## config.mk

```make
export PLATFORM = sky130hd
export DESIGN_NAME = lsq_top
export DESIGN_NICKNAME = d
export VERILOG_FILES = /design/src/rtl/lsq_pkg.sv /design/src/rtl/lsq_top.sv /design/src/rtl/mem_port_arbiter.sv /design/src/rtl/load_queue.sv /design/src/rtl/store_queue.sv
export SDC_FILE = /design/constraint.sdc
export NUM_CORES = 2
export LEC_CHECK = 0
export BUFFER_PORTS_ARGS = -buffer_cell sky130_fd_sc_hd__buf_2
export CAP_MARGIN = 20
export CORE_MARGIN = 3
export CORE_UTILIZATION = 40
export CTS_BUF_LIST = sky130_fd_sc_hd__clkbuf_16
export DETAILED_ROUTE_END_ITERATION = 16
export HOLD_SLACK_MARGIN = 0.06
export PLACE_DENSITY = 0.51
export SLEW_MARGIN = 20
export SYNTH_ARGS = -nofsm -noshare
export SYNTH_HDL_FRONTEND = slang
export SYNTH_HIERARCHICAL = 1
export SYNTH_SLANG_ARGS = --single-unit
```

## constraint.sdc

```tcl
create_clock -name clock -period 13.9 [get_ports clock]
set_input_delay 0 -clock clock [delete_from_list [all_inputs] [get_ports clock]]
set_output_delay 0 -clock clock [all_outputs]
set_load 0.005 [all_outputs]
```

## src/rtl/lsq_pkg.sv

```systemverilog
`default_nettype none

package lsq_pkg;

    // ==============================
    // Basic widths
    // ==============================
    typedef logic [5:0]  rob_idx_t;  // Reorder buffer slot
    typedef logic [31:0] addr_t;     // Byte address, word aligned
    typedef logic [31:0] data_t;     // One 32-bit word

    // ==============================
    // Pipeline records
    // ==============================
    typedef struct packed {
        logic     is_store;          // 1 store, 0 load
        rob_idx_t rob_idx;
        addr_t    addr;
    } dispatch_t;

    typedef struct packed {
        rob_idx_t rob_idx;           // Owning store
        data_t    data;
    } store_data_t;

    typedef struct packed {
        logic     is_store;
        rob_idx_t rob_idx;           // Oldest instruction retiring
    } commit_t;

    typedef struct packed {
        rob_idx_t rob_idx;
        data_t    data;              // Loaded word
    } load_wb_t;

    typedef struct packed {
        logic     hit;               // Older store with data
        logic     pending;           // Older store, data not yet there
        data_t    data;
    } fwd_result_t;

    // ==============================
    // Wishbone classic
    // ==============================
    typedef struct packed {
        logic       cyc;
        logic       stb;
        logic       we;
        addr_t      adr;
        data_t      dat;
        logic [3:0] sel;
    } wb_req_t;

    typedef struct packed {
        logic  ack;
        data_t dat;
    } wb_rsp_t;

    // State machines
    typedef enum logic [1:0] {LD_IDLE, LD_CHECK, LD_MEM, LD_WB} ld_state_e;
    typedef enum logic [1:0] {ARB_IDLE, ARB_LOAD, ARB_STORE} arb_state_e;

endpackage

`default_nettype wire
```

## src/rtl/lsq_top.sv

```systemverilog
`default_nettype none

module lsq_top import lsq_pkg::*; #(
    parameter int SQ_DEPTH = 8,
    parameter int LQ_DEPTH = 8
) (
    input  wire logic        clock,
    input  wire logic        reset,
    input  wire logic        dispatch_valid_i,
    input  wire dispatch_t   dispatch_i,
    output logic             lsq_full_o,
    input  wire logic        store_data_valid_i,
    input  wire store_data_t store_data_i,
    input  wire logic        commit_valid_i,
    input  wire commit_t     commit_i,
    output logic             wb_valid_o,
    output load_wb_t         wb_load_o,
    output wb_req_t          mem_req_o,
    input  wire wb_rsp_t     mem_rsp_i
);

    localparam int SPW = $clog2(SQ_DEPTH) + 1;

    logic           sq_full, lq_full;
    logic           sq_enq, lq_enq;
    logic           sq_commit, lq_commit;
    logic [SPW-1:0] sq_tail, fwd_bound;
    addr_t          fwd_addr;
    fwd_result_t    fwd;
    logic           st_req, st_done, ld_req, ld_done;
    addr_t          st_addr, ld_addr;
    data_t          st_data, ld_data;

    // ==============================
    // Steering
    // ==============================
    assign lsq_full_o = dispatch_i.is_store ? sq_full : lq_full;  // Selected queue only
    assign sq_enq     = dispatch_valid_i && dispatch_i.is_store && !sq_full;
    assign lq_enq     = dispatch_valid_i && !dispatch_i.is_store && !lq_full;
    assign sq_commit  = commit_valid_i && commit_i.is_store;
    assign lq_commit  = commit_valid_i && !commit_i.is_store;

    store_queue #(.SQ_DEPTH(SQ_DEPTH)) store_queue_i (
        .clock, .reset,
        .enq_i(sq_enq), .enq_addr_i(dispatch_i.addr), .enq_rob_i(dispatch_i.rob_idx),
        .full_o(sq_full), .tail_o(sq_tail),
        .data_valid_i(store_data_valid_i), .data_i(store_data_i),
        .commit_i(sq_commit), .commit_rob_i(commit_i.rob_idx),
        .fwd_addr_i(fwd_addr), .fwd_bound_i(fwd_bound), .fwd_o(fwd),
        .drain_req_o(st_req), .drain_addr_o(st_addr), .drain_data_o(st_data),
        .drain_done_i(st_done)
    );

    load_queue #(.SQ_DEPTH(SQ_DEPTH), .LQ_DEPTH(LQ_DEPTH)) load_queue_i (
        .clock, .reset,
        .enq_i(lq_enq), .enq_addr_i(dispatch_i.addr), .enq_rob_i(dispatch_i.rob_idx),
        .sq_tail_i(sq_tail), .full_o(lq_full),
        .commit_i(lq_commit), .commit_rob_i(commit_i.rob_idx),
        .fwd_addr_o(fwd_addr), .fwd_bound_o(fwd_bound), .fwd_i(fwd),
        .rd_req_o(ld_req), .rd_addr_o(ld_addr), .rd_done_i(ld_done), .rd_data_i(ld_data),
        .wb_valid_o, .wb_o(wb_load_o)
    );

    // Single Wishbone port for both queues
    mem_port_arbiter mem_port_arbiter_i (
        .clock, .reset,
        .ld_req_i(ld_req), .ld_addr_i(ld_addr), .ld_done_o(ld_done), .ld_data_o(ld_data),
        .st_req_i(st_req), .st_addr_i(st_addr), .st_data_i(st_data), .st_done_o(st_done),
        .wb_o(mem_req_o), .wb_i(mem_rsp_i)
    );

endmodule

`default_nettype wire

```

## src/rtl/mem_port_arbiter.sv

```systemverilog
`default_nettype none

module mem_port_arbiter import lsq_pkg::*; (
    input  wire logic    clock,
    input  wire logic    reset,
    input  wire logic    ld_req_i,
    input  wire addr_t   ld_addr_i,
    output logic         ld_done_o,
    output data_t        ld_data_o,
    input  wire logic    st_req_i,
    input  wire addr_t   st_addr_i,
    input  wire data_t   st_data_i,
    output logic         st_done_o,
    output wb_req_t      wb_o,
    input  wire wb_rsp_t wb_i
);

    arb_state_e state_q;

    // ==============================
    // Grant FSM
    // ==============================
    always_ff @(posedge clock) begin
        if (!reset) begin
            state_q <= ARB_IDLE;
        end else begin
            case (state_q)
                ARB_IDLE: begin
                    if (ld_req_i) begin
                        state_q <= ARB_LOAD;       // Load wins a tie
                    end else if (st_req_i) begin
                        state_q <= ARB_STORE;
                    end
                end
                ARB_LOAD, ARB_STORE: if (wb_i.ack) state_q <= ARB_IDLE;
                default:  state_q <= ARB_IDLE;
            endcase
        end
    end

    // Requesters hold their fields until done, so the bus stays stable
    always_comb begin
        wb_o     = '0;
        wb_o.cyc = (state_q != ARB_IDLE);
        wb_o.stb = (state_q != ARB_IDLE);
        wb_o.we  = (state_q == ARB_STORE);
        wb_o.adr = (state_q == ARB_STORE) ? st_addr_i : ld_addr_i;
        wb_o.dat = (state_q == ARB_STORE) ? st_data_i : '0;
        wb_o.sel = 4'hf;                            // Full words only
    end

    assign ld_done_o = (state_q == ARB_LOAD) && wb_i.ack;
    assign st_done_o = (state_q == ARB_STORE) && wb_i.ack;
    assign ld_data_o = wb_i.dat;

    a_stb_with_cyc: assert property (@(posedge clock) disable iff (!reset)
        $rose(wb_o.stb) |-> $rose(wb_o.cyc))
        else $error("stb raised without cyc");

    a_hold_until_ack: assert property (@(posedge clock) disable iff (!reset)
        wb_o.stb && !wb_i.ack |=> wb_o.stb && $stable(wb_o.adr) && $stable(wb_o.we))
        else $error("bus request changed before ack");

endmodule

`default_nettype wire

```

## src/rtl/load_queue.sv

```systemverilog
`default_nettype none

module load_queue import lsq_pkg::*; #(
    parameter int SQ_DEPTH = 8,
    parameter int LQ_DEPTH = 8                       // Power of two
) (
    input  wire logic                        clock,
    input  wire logic                        reset,
    input  wire logic                        enq_i,
    input  wire addr_t                       enq_addr_i,
    input  wire rob_idx_t                    enq_rob_i,
    input  wire logic [$clog2(SQ_DEPTH):0]   sq_tail_i,
    output logic                             full_o,
    input  wire logic                        commit_i,
    input  wire rob_idx_t                    commit_rob_i,
    output addr_t                            fwd_addr_o,
    output logic [$clog2(SQ_DEPTH):0]        fwd_bound_o,
    input  wire fwd_result_t                 fwd_i,
    output logic                             rd_req_o,
    output addr_t                            rd_addr_o,
    input  wire logic                        rd_done_i,
    input  wire data_t                       rd_data_i,
    output logic                             wb_valid_o,
    output load_wb_t                         wb_o
);

    localparam int IW  = $clog2(LQ_DEPTH);
    localparam int CW  = $clog2(LQ_DEPTH + 1);
    localparam int SPW = $clog2(SQ_DEPTH) + 1;

    logic [IW-1:0]       head_q, tail_q;
    logic [CW-1:0]       count_q;
    logic [LQ_DEPTH-1:0] valid_q;
    logic [LQ_DEPTH-1:0] wb_done_q;  // Written back, waiting for commit

    addr_t          addr_q  [LQ_DEPTH];
    rob_idx_t       rob_q   [LQ_DEPTH];
    logic [SPW-1:0] bound_q [LQ_DEPTH];  // SQ tail at enqueue

    ld_state_e state_q, state_d;
    data_t     ld_data_q;                 // Head load result

    logic free;

    assign full_o = (count_q == CW'(LQ_DEPTH));
    assign free   = commit_i;             // Commit always frees the head

    // ==============================
    // Head issue FSM
    // ==============================
    always_comb begin
        state_d = state_q;
        case (state_q)
            LD_IDLE:  if (valid_q[head_q]) state_d = LD_CHECK;
            LD_CHECK: begin
                if (fwd_i.hit) begin
                    state_d = LD_WB;
                end else if (!fwd_i.pending) begin
                    state_d = LD_MEM;      // No older store to this word
                end
            end
            LD_MEM:   if (rd_done_i) state_d = LD_WB;
            LD_WB:    if (free) state_d = LD_IDLE;
            default:  state_d = LD_IDLE;
        endcase
    end

    always_ff @(posedge clock) begin
        if (!reset) begin
            state_q   <= LD_IDLE;
            head_q    <= '0;
            tail_q    <= '0;
            count_q   <= '0;
            valid_q   <= '0;
            wb_done_q <= '0;
        end else begin
            state_q <= state_d;
            if (enq_i) begin
                valid_q[tail_q]   <= 1'b1;
                wb_done_q[tail_q] <= 1'b0;
                tail_q            <= tail_q + 1'b1;
            end
            if (wb_valid_o) wb_done_q[head_q] <= 1'b1;   // Only one writeback
            if (free) begin
                valid_q[head_q] <= 1'b0;
                head_q          <= head_q + 1'b1;
            end
            count_q <= count_q + CW'(enq_i) - CW'(free);
        end
    end

    // Payload
    always_ff @(posedge clock) begin
        if (enq_i) begin
            addr_q[tail_q]  <= enq_addr_i;
            rob_q[tail_q]   <= enq_rob_i;
            bound_q[tail_q] <= sq_tail_i;
        end
        if (state_q == LD_CHECK && fwd_i.hit) begin
            ld_data_q <= fwd_i.data;               // Forwarded word
        end else if (state_q == LD_MEM && rd_done_i) begin
            ld_data_q <= rd_data_i;
        end
    end

    // Forward query and memory read always use the head
    assign fwd_addr_o  = addr_q[head_q];
    assign fwd_bound_o = bound_q[head_q];
    assign rd_req_o    = (state_q == LD_MEM);
    assign rd_addr_o   = addr_q[head_q];

    assign wb_valid_o = (state_q == LD_WB) && !wb_done_q[head_q];
    assign wb_o       = '{rob_idx: rob_q[head_q], data: ld_data_q};

    a_commit_head: assert property (@(posedge clock) disable iff (!reset)
        commit_i |-> valid_q[head_q] && rob_q[head_q] == commit_rob_i)
        else $error("load commit does not match head");

    // Retirement must wait for the writeback pulse
    a_commit_after_wb: assert property (@(posedge clock) disable iff (!reset)
        commit_i |-> wb_done_q[head_q])
        else $error("load committed before writeback");

endmodule

`default_nettype wire

```

## src/rtl/store_queue.sv

```systemverilog
`default_nettype none

module store_queue import lsq_pkg::*; #(
    parameter int SQ_DEPTH = 8                       // Power of two
) (
    input  wire logic                        clock,
    input  wire logic                        reset,
    input  wire logic                        enq_i,
    input  wire addr_t                       enq_addr_i,
    input  wire rob_idx_t                    enq_rob_i,
    output logic                             full_o,
    output logic [$clog2(SQ_DEPTH):0]        tail_o,  // Pointer with wrap bit
    input  wire logic                        data_valid_i,
    input  wire store_data_t                 data_i,
    input  wire logic                        commit_i,
    input  wire rob_idx_t                    commit_rob_i,
    input  wire addr_t                       fwd_addr_i,
    input  wire logic [$clog2(SQ_DEPTH):0]   fwd_bound_i,
    output fwd_result_t                      fwd_o,
    output logic                             drain_req_o,
    output addr_t                            drain_addr_o,
    output data_t                            drain_data_o,
    input  wire logic                        drain_done_i
);

    localparam int IW = $clog2(SQ_DEPTH);
    localparam int CW = $clog2(SQ_DEPTH + 1);

    typedef logic [IW:0] sq_ptr_t;    // Extra bit tells full from empty

    sq_ptr_t             head_q, tail_q;
    logic [IW-1:0]       cmt_idx_q;   // Oldest uncommitted entry
    logic [CW-1:0]       count_q;
    logic [SQ_DEPTH-1:0] valid_q, data_valid_q, committed_q;

    addr_t    addr_q [SQ_DEPTH];
    rob_idx_t rob_q  [SQ_DEPTH];
    data_t    data_q [SQ_DEPTH];

    logic [IW-1:0] head_idx, tail_idx;

    assign head_idx = head_q[IW-1:0];
    assign tail_idx = tail_q[IW-1:0];
    assign full_o   = (count_q == CW'(SQ_DEPTH));
    assign tail_o   = tail_q;

    // ==============================
    // Entry control
    // ==============================
    always_ff @(posedge clock) begin
        if (!reset) begin
            head_q       <= '0;
            tail_q       <= '0;
            cmt_idx_q    <= '0;
            count_q      <= '0;
            valid_q      <= '0;
            data_valid_q <= '0;
            committed_q  <= '0;
        end else begin
            if (enq_i) begin
                valid_q[tail_idx]      <= 1'b1;
                data_valid_q[tail_idx] <= 1'b0;
                committed_q[tail_idx]  <= 1'b0;
                tail_q                 <= tail_q + 1'b1;
            end
            // Data lands on the live store with the same rob tag
            if (data_valid_i) begin
                for (int i = 0; i < SQ_DEPTH; i++) begin
                    if (valid_q[i] && !data_valid_q[i] && rob_q[i] == data_i.rob_idx) begin
                        data_valid_q[i] <= 1'b1;
                    end
                end
            end
            if (commit_i) begin
                committed_q[cmt_idx_q] <= 1'b1;
                cmt_idx_q              <= cmt_idx_q + 1'b1;
            end
            if (drain_done_i) begin                  // Freed on the ack edge
                valid_q[head_idx] <= 1'b0;
                head_q            <= head_q + 1'b1;
            end
            count_q <= count_q + CW'(enq_i) - CW'(drain_done_i);
        end
    end

    // Payload
    always_ff @(posedge clock) begin
        if (enq_i) begin
            addr_q[tail_idx] <= enq_addr_i;
            rob_q[tail_idx]  <= enq_rob_i;
        end
        if (data_valid_i) begin
            for (int i = 0; i < SQ_DEPTH; i++) begin
                if (valid_q[i] && !data_valid_q[i] && rob_q[i] == data_i.rob_idx) begin
                    data_q[i] <= data_i.data;
                end
            end
        end
    end

    // ==============================
    // Forwarding search
    // ==============================
    // Walk back from the load's bound, first match is youngest
    always_comb begin
        sq_ptr_t       n_older;
        sq_ptr_t       pos;
        logic [IW-1:0] idx;
        logic          found;
        n_older = fwd_bound_i - head_q;
        found   = 1'b0;
        fwd_o   = '0;
        for (int i = 1; i <= SQ_DEPTH; i++) begin
            pos = fwd_bound_i - sq_ptr_t'(i);
            idx = pos[IW-1:0];
            if (!found && i <= n_older && addr_q[idx] == fwd_addr_i) begin
                found         = 1'b1;
                fwd_o.hit     = data_valid_q[idx];
                fwd_o.pending = !data_valid_q[idx];
                fwd_o.data    = data_q[idx];
            end
        end
    end

    // Drain the head once retired and complete
    assign drain_req_o  = valid_q[head_idx] && committed_q[head_idx] && data_valid_q[head_idx];
    assign drain_addr_o = addr_q[head_idx];
    assign drain_data_o = data_q[head_idx];

    // Commit order must follow the queue order
    a_commit_oldest: assert property (@(posedge clock) disable iff (!reset)
        commit_i |-> valid_q[cmt_idx_q] && !committed_q[cmt_idx_q]
                     && rob_q[cmt_idx_q] == commit_rob_i)
        else $error("store commit out of order");

    a_no_enq_full: assert property (@(posedge clock) disable iff (!reset)
        enq_i |-> !full_o)
        else $error("store enqueue while full");

endmodule

`default_nettype wire

```

# [Word-level counts from Yosys, hierarchy flattened]
# Memory sizes are Yosys's and may differ from the RTL's. A register that Yosys moved wholly into a read port is not among the register bits.
# Cells that the tools add are included.
[op_classes] mux=126 bitwise=13 n_eq_ne=29 reduce_logical=84 n_addsub=18 order_cmp=26
[ops] cell="$mux 34" count=8
[ops] cell="$eq 32x32->1" count=8
[ops] cell="$mux 32" count=4
[ops] cell="$mux 8" count=14
[ops] cell="$mux 1" count=62
[ops] cell="$lt 3x4->1 const B" count=13
[ops] cell="$logic_and 1x1->1" count=49
[ops] cell="$eq 6x6->1" count=8
[ops] cell="$and 8x8->8" count=5
[ops] cell="$bmux 1 s3" count=13
[ops] cell="$not 8->8" count=4
[ops] cell="$or 8x8->8" count=4
[ops] cell="$mux 3" count=10
[ops] cell="$logic_not 1->1" count=28
[ops] cell="$le 3x4->1 const A" count=4
[ops] cell="$mux 2" count=8
[ops] cell="$demux 1 s3" count=5
[ops] cell="$ge 3x1->1 const B" count=5
[ops] cell="$sub 3x3->3 const B" count=4
[ops] cell="$add 3x1->3 const B" count=3
[ops] cell="$add 4x1->4" count=2
[ops] cell="$add 4x1->4 const B" count=2
[ops] cell="$eq 4x4->1 const B" count=2
[ops] cell="$le 2x4->1 const A" count=2
[ops] cell="other kinds (18)" count=29
[totals] memories=6 wordCells=317 register_bits=101 input_bits=122 ramBits=896
[mem_list] memory="load_queue_i.addr_q" words=8 word_bits=32 rd=1 rd_ports_with_merged_regs=1 write_ports=1 line="load_queue.sv:36" rtl="addr_t addr_q [LQ_DEPTH];"
[mem_list] memory="store_queue_i.addr_q" words=8 word_bits=32 rd=9 rd_ports_with_merged_regs=1 write_ports=1 line="store_queue.sv:36" rtl="addr_t addr_q [SQ_DEPTH];"
[mem_list] memory="store_queue_i.data_q" words=8 word_bits=32 rd=9 rd_ports_with_merged_regs=1 write_ports=8 line="store_queue.sv:38" rtl="data_t data_q [SQ_DEPTH];"
[mem_list] memory="load_queue_i.rob_q" words=8 word_bits=6 rd=1 rd_ports_with_merged_regs=1 write_ports=1 line="load_queue.sv:37" rtl="rob_idx_t rob_q [LQ_DEPTH];"
[mem_list] memory="store_queue_i.rob_q" words=8 word_bits=6 rd=8 rd_ports_with_merged_regs=0 write_ports=1 line="store_queue.sv:37" rtl="rob_idx_t rob_q [SQ_DEPTH];"
[mem_list] memory="load_queue_i.bound_q" words=8 word_bits=4 rd=1 rd_ports_with_merged_regs=1 write_ports=1 line="load_queue.sv:38" rtl="logic [SPW-1:0] bound_q [LQ_DEPTH];"

# [Depth between registers and ports, before layout]
# An unclocked memory read counts as a cell.
[depth] depth_word=36 depth_mapped=33 mapped_depth_nobuf=19

# [Cells and area by module]
# Netlist, hierarchy kept.
[by_module_without_submodules] module="store_queue" cells_each=3598 seq_area_each_um2=17656.9 instances=1 area_per_inst_um2=49824.0
[by_module_without_submodules] module="load_queue" cells_each=759 seq_area_each_um2=11671.2 instances=1 area_per_inst_um2=15798.9
[by_module_without_submodules] module="mem_port_arbiter" cells_each=128 seq_area_each_um2=40.0 instances=1 area_per_inst_um2=1199.9
[by_module_without_submodules] module="lsq_top" cells_each=5 seq_area_each_um2=0.0 instances=1 area_per_inst_um2=45.0

# [Least setup slack after synthesis]
# Ideal clock, no wire load.
[synth_path] path_kind="register to register" from="register with a tool-made name" to="register load_queue_i.ld_data_q[0], enable pin" path_stages_with_launch=29 arrival_time_ps=6844 n_path_buf=13 setup_time_ps=480 slack_ps=6577 period_less_slack_ps=7323 path_cell_list="dfxtp_1 -> buf_6 -> buf_6 -> mux4_2 -> mux2_2 -> buf_6 -> buf_6 -> inv_2 -> buf_4 -> buf_2 -> buf_2 -> ha_1 -> buf_6 -> buf_12 -> buf_6 -> buf_4 -> mux2i_1 -> mux4_2 -> xnor2_1 -> a2111oi_0 -> nand4_1 -> nor4_2 -> nor2_1 -> or4b_4 -> clkbuf_1 -> o2111ai_1 -> nand2_1 -> clkbuf_1 -> nand2_1"
[synth_lines] element="end signal: assignment" line="load_queue.sv:100" rtl="ld_data_q <= fwd_i.data;"
[synth_lines] element="end signal: assignment" line="load_queue.sv:102" rtl="ld_data_q <= rd_data_i;"
[synth_lines] element="end: declaration" line="load_queue.sv:41" rtl="data_t ld_data_q;"

==> impl_metrics.tcl <==
set metrics [dict create \
    async_reset_ff_share_pct 0 \
    clk_pin_slew_ns 0.06 \
    synth_edf_count 928 \
    syn_to_final_growth_pct 11.30 \
    place_congestion 0.9501 \
    synth_area_per_cell_um2 14.89 \
    cts.sinks 1003 \
    wl_per_cell_um 32.42 \
    hp-start "store_data_i[22]" \
    fin_skew_ns 0.08715 \
    synth-seq-cells 1003 \
    postLayoutCoreUtil_pct 44.95 \
    syn_inst 4490 \
    hold_depth 2 \
    cp_slowest_cell "dfxtp_4" \
    grt_antenna_before_repair 13 \
    slew_headroom_pct 24.59 \
    p_leak_nw 24.71 \
    placedInstanceArea_um2 68990 \
    track_usage_pct 25.63 \
    status "completed" \
    first_pass_iters 6 \
    reg2reg_slack_ns 4.32 \
    min_period_ns 9.582 \
    first_global_vias 43770 \
    cts_made_buffers 114 \
    core_area_um2 165500 \
    critPathMaxStageDelay_ns 0.69 \
    hpwl_um 144200 \
    crit_type "register to register" \
    r2r_cells 23 \
    synth_ff_type "edfxtp_1" \
    cp_data_required_time_ns 14.59 \
    fin_area_um2 74420 \
    antenna_left 0 \
    nFillCells 14710 \
    cpMostUsedCell "buf_4" \
    cp.arrival_ns 10.27 \
    drv_slew 0 \
    drt-initial-drc-count 5505 \
    overflow 0 \
    vias 44730 \
    hold_path_class "primary input to register" \
    cp_max_fo 43 \
    setup-violations-final 0 \
    io_buffers 222 \
    ir_drop_mv 0.1032 \
    seq_area_frac_synth_pct 43.92 \
    hold_viol 0 \
    cts.path.max_buffers 3 \
    synth_area_um2 66870 \
    powerDensity_nw_per_um2 125.4 \
    fin_setup_tns_ns 0 \
    rsz0062_at_grt "no" \
    drive_above_1_share_pct 32.90 \
    cts_root_buffer "clkbuf_16" \
    die-area_um2 172100 \
    crit_chain "mux4_2, mux2_8, inv_2, buf_4, ha_4, buf_4, mux4_2, xnor2_1, nand3_1, o31ai_1, nand4_1, a2111oi_0, and4_2, buf_4, or4b_4, or3b_2, buf_4, o221ai_1, a31o_1, and3b_1, nor3_1, o311ai_0, a21oi_1" \
    max_freq_ghz 0.1044 \
    critPathLaunchType "register" \
    insertion_delay_ns 0.80 \
    cp-end-kind "register" \
    start_util_pct 40.39 \
    route.detailed.drc 0 \
    holdPathEnd "store_queue_i/data_q[7][22]" \
    yosys_warnings 6 \
    yosysUniqueCellTypes 92 \
    fp-row-count 149 \
    dieHeight_um 414.9 \
    io_pins 233 \
    r2r-end "load_queue_i/state_q[0]" \
    routed_wl_um 224600 \
    drv_cap 0 \
    htreeDepth 3 \
    cts_setup_buffers 0 \
    grt_pass1_wl_um 323600 \
    fin_crit_sh_pct 68.94 \
    fp.dieW_um 414.9 \
    vias_per_cell 6.457 \
    grt_max_degree 102 \
    worst_slew_pin_slew_ns 1.131 \
    nets 4793 \
    cts_tree "yes" \
    postCtsResizedCells 0 \
]
==> per-stage QoR <==
step	cells	power, mW	worst slack [ns]	hold slack, ns
2_1_floorplan	4493	5.489	6.577	0.09887
3_3_place_gp	6552	6.240	4.514	0.2729
3_5_place_dp	6552	6.245	4.402	0.2719
4_1_cts	6921	9.380	4.379	0.06053
5_1_grt	6922	9.685	3.788	0.08487
6_report	6927	9.331	4.318	0.1038
==> synthesized netlist by cell type, types with 14 or more instances <==
library cell | instances | area [um^2]
a211oi_1 | 20 | 150.1
a21o_1 | 17 | 127.6
a21oi_1 | 46 | 230.2
a221oi_1 | 23 | 201.4
a22oi_1 | 14 | 105.1
and2_1 | 59 | 369.1
and3_1 | 20 | 125.1
buf_1 | 54 | 202.7
buf_2 | 92 | 460.4
buf_4 | 104 | 780.8
buf_6 | 63 | 709.4
clkbuf_1 | 134 | 503.0
dfxtp_1 | 75 | 1501
edfxtp_1 | 928 | 27870
ha_1 | 28 | 350.3
inv_1 | 40 | 150.1
mux2_2 | 172 | 1937
mux2_4 | 31 | 465.5
mux2i_1 | 412 | 4124
mux4_2 | 770 | 17340
nand2_1 | 384 | 1441
nand2b_1 | 18 | 112.6
nand3_1 | 61 | 305.3
nand3b_1 | 25 | 187.7
nand4_1 | 47 | 294.0
nor2_1 | 47 | 176.4
nor2b_1 | 35 | 219.0
nor3_1 | 27 | 135.1
nor3b_1 | 23 | 172.7
nor4_1 | 32 | 200.2
o211ai_1 | 32 | 240.2
o21ai_0 | 49 | 245.2
o221a_2 | 16 | 180.2
o22ai_1 | 34 | 212.7
o31ai_1 | 23 | 172.7
o32a_1 | 19 | 190.2
xnor2_1 | 270 | 2365
xor2_1 | 89 | 779.5
==> critical path: cells and delay by family, from the launching register on <==
family / cells / cell delay (ns)
AO/OA/AOI/OAI: 6 / 1.48
XOR/XNOR: 1 / 0.43
adder cells (fa/ha/maj): 1 / 0.65
buffers and inverters: 5 / 2.17
flip-flops: 1 / 0.69
multiplexers: 3 / 1.67
AND/OR/NAND/NOR: 7 / 2.18
==> area by class of cell <==
class	count	area (um^2)	area share, %
Antenna cell	6	15.01	0.02017
Sequential cell	1003	29390	39.49
Timing Repair Buffer	486	3516	4.724
Tap cell	2189	2739	3.680
Clock buffer	116	2903	3.900
Clock inverter	92	895.9	1.204
Multi-Input combinational cell	2991	34800	46.76
Inverter	44	165.2	0.2219
==> routing by layer <==
metal / share of wire (%) / global-route usage [%] / vias to the layer above / wire [um]
met3: 7.9 / 4.333 / 396 / 17690
met1: 43 / 37.34 / 23680 / 96990
met5: 0.019 / 0 / - / 43
li1: - / - / 18480 / -
met2: 45 / 39.17 / 2169 / 102000
met4: 3.5 / 8.212 / 6 / 7866
==> power by group <==
part,leakage [nW],internal [mW],switching [mW],total [mW]
Combinational,13.8,1.20,1.68,2.88
Sequential,9.00,3.35,0.0402,3.39
Clock,1.91,1.76,1.30,3.06
Total,24.7,6.31,3.02,9.33
==> placed cells by master, fill, tap and decap left out, types with 60 or more instances in the layout <==
cell | netlist | final
mux4_2 | 770 | 770
buf_2 | 92 | 222
edfxtp_1 | 928 | 928
dlygate4sd3_1 | 0 | 161
mux2i_1 | 412 | 412
buf_4 | 104 | 100
nand3_1 | 61 | 60
dfxtp_1 | 75 | 69
xnor2_1 | 270 | 268
xor2_1 | 89 | 88
nand2_1 | 384 | 382
clkbuf_16 | 0 | 116
mux2_2 | 172 | 169
==> logic make-up (layout without fill, tap and decap cells) <==
family | count (synthesis) | after routing | share of synthesized area [%]
compound gates | 393 | 393 | 4.431
other cells | 1 | 10 | 0.005608
fa+ha+maj | 31 | 31 | 0.6137
flops | 1003 | 1003 | 43.92
simple gates | 815 | 815 | 6.051
mux | 1386 | 1386 | 35.73
buf+inv | 499 | 738 | 4.436
xor+xnor | 362 | 362 | 4.809
==> worst max path at each step <==
stage | startpoint | to | slack, ns | cells past startpoint
2_1_floorplan | register | load_queue_i/ld_data_q[0] | 6.58 | 28
3_3_place_gp | register | load_queue_i/state_q[0] | 4.51 | 23
3_5_place_dp | register | load_queue_i/state_q[0] | 4.40 | 23
4_1_cts | register | load_queue_i/state_q[0] | 4.38 | 23
5_1_grt | register | load_queue_i/state_q[0] | 3.79 | 23
6_report | register | load_queue_i/state_q[0] | 4.32 | 23
==> what timing repair did <==
item                                    4_1_cts  5_1_grt
endpoints found under the setup margin        0        0
hold buffers                                161        0
endpoints found under the hold margin       993        0
==> state kept, by name, indices dropped and copies added, names as in the netlist, 3 cells and up, named ones only <==
| signal | flops |
|---|---|
| load_queue_i/rob_q | 48 |
| load_queue_i/valid_q | 8 |
| load_queue_i/head_q | 3 |
| store_queue_i/addr_q | 256 |
| store_queue_i/data_valid_q | 8 |
| store_queue_i/valid_q | 8 |
| load_queue_i/count_q | 4 |
| load_queue_i/addr_q | 256 |
| store_queue_i/head_q | 4 |
| store_queue_i/cmt_idx_q | 3 |
| load_queue_i/bound_q | 32 |
| store_queue_i/data_q | 256 |
| store_queue_i/tail_o | 4 |
| load_queue_i/ld_data_q | 32 |
| store_queue_i/count_q | 4 |
| store_queue_i/committed_q | 8 |
| load_queue_i/wb_done_q | 8 |
| load_queue_i/tail_q | 3 |
| store_queue_i/rob_q | 48 |
(Power assumes the default switching activity.)
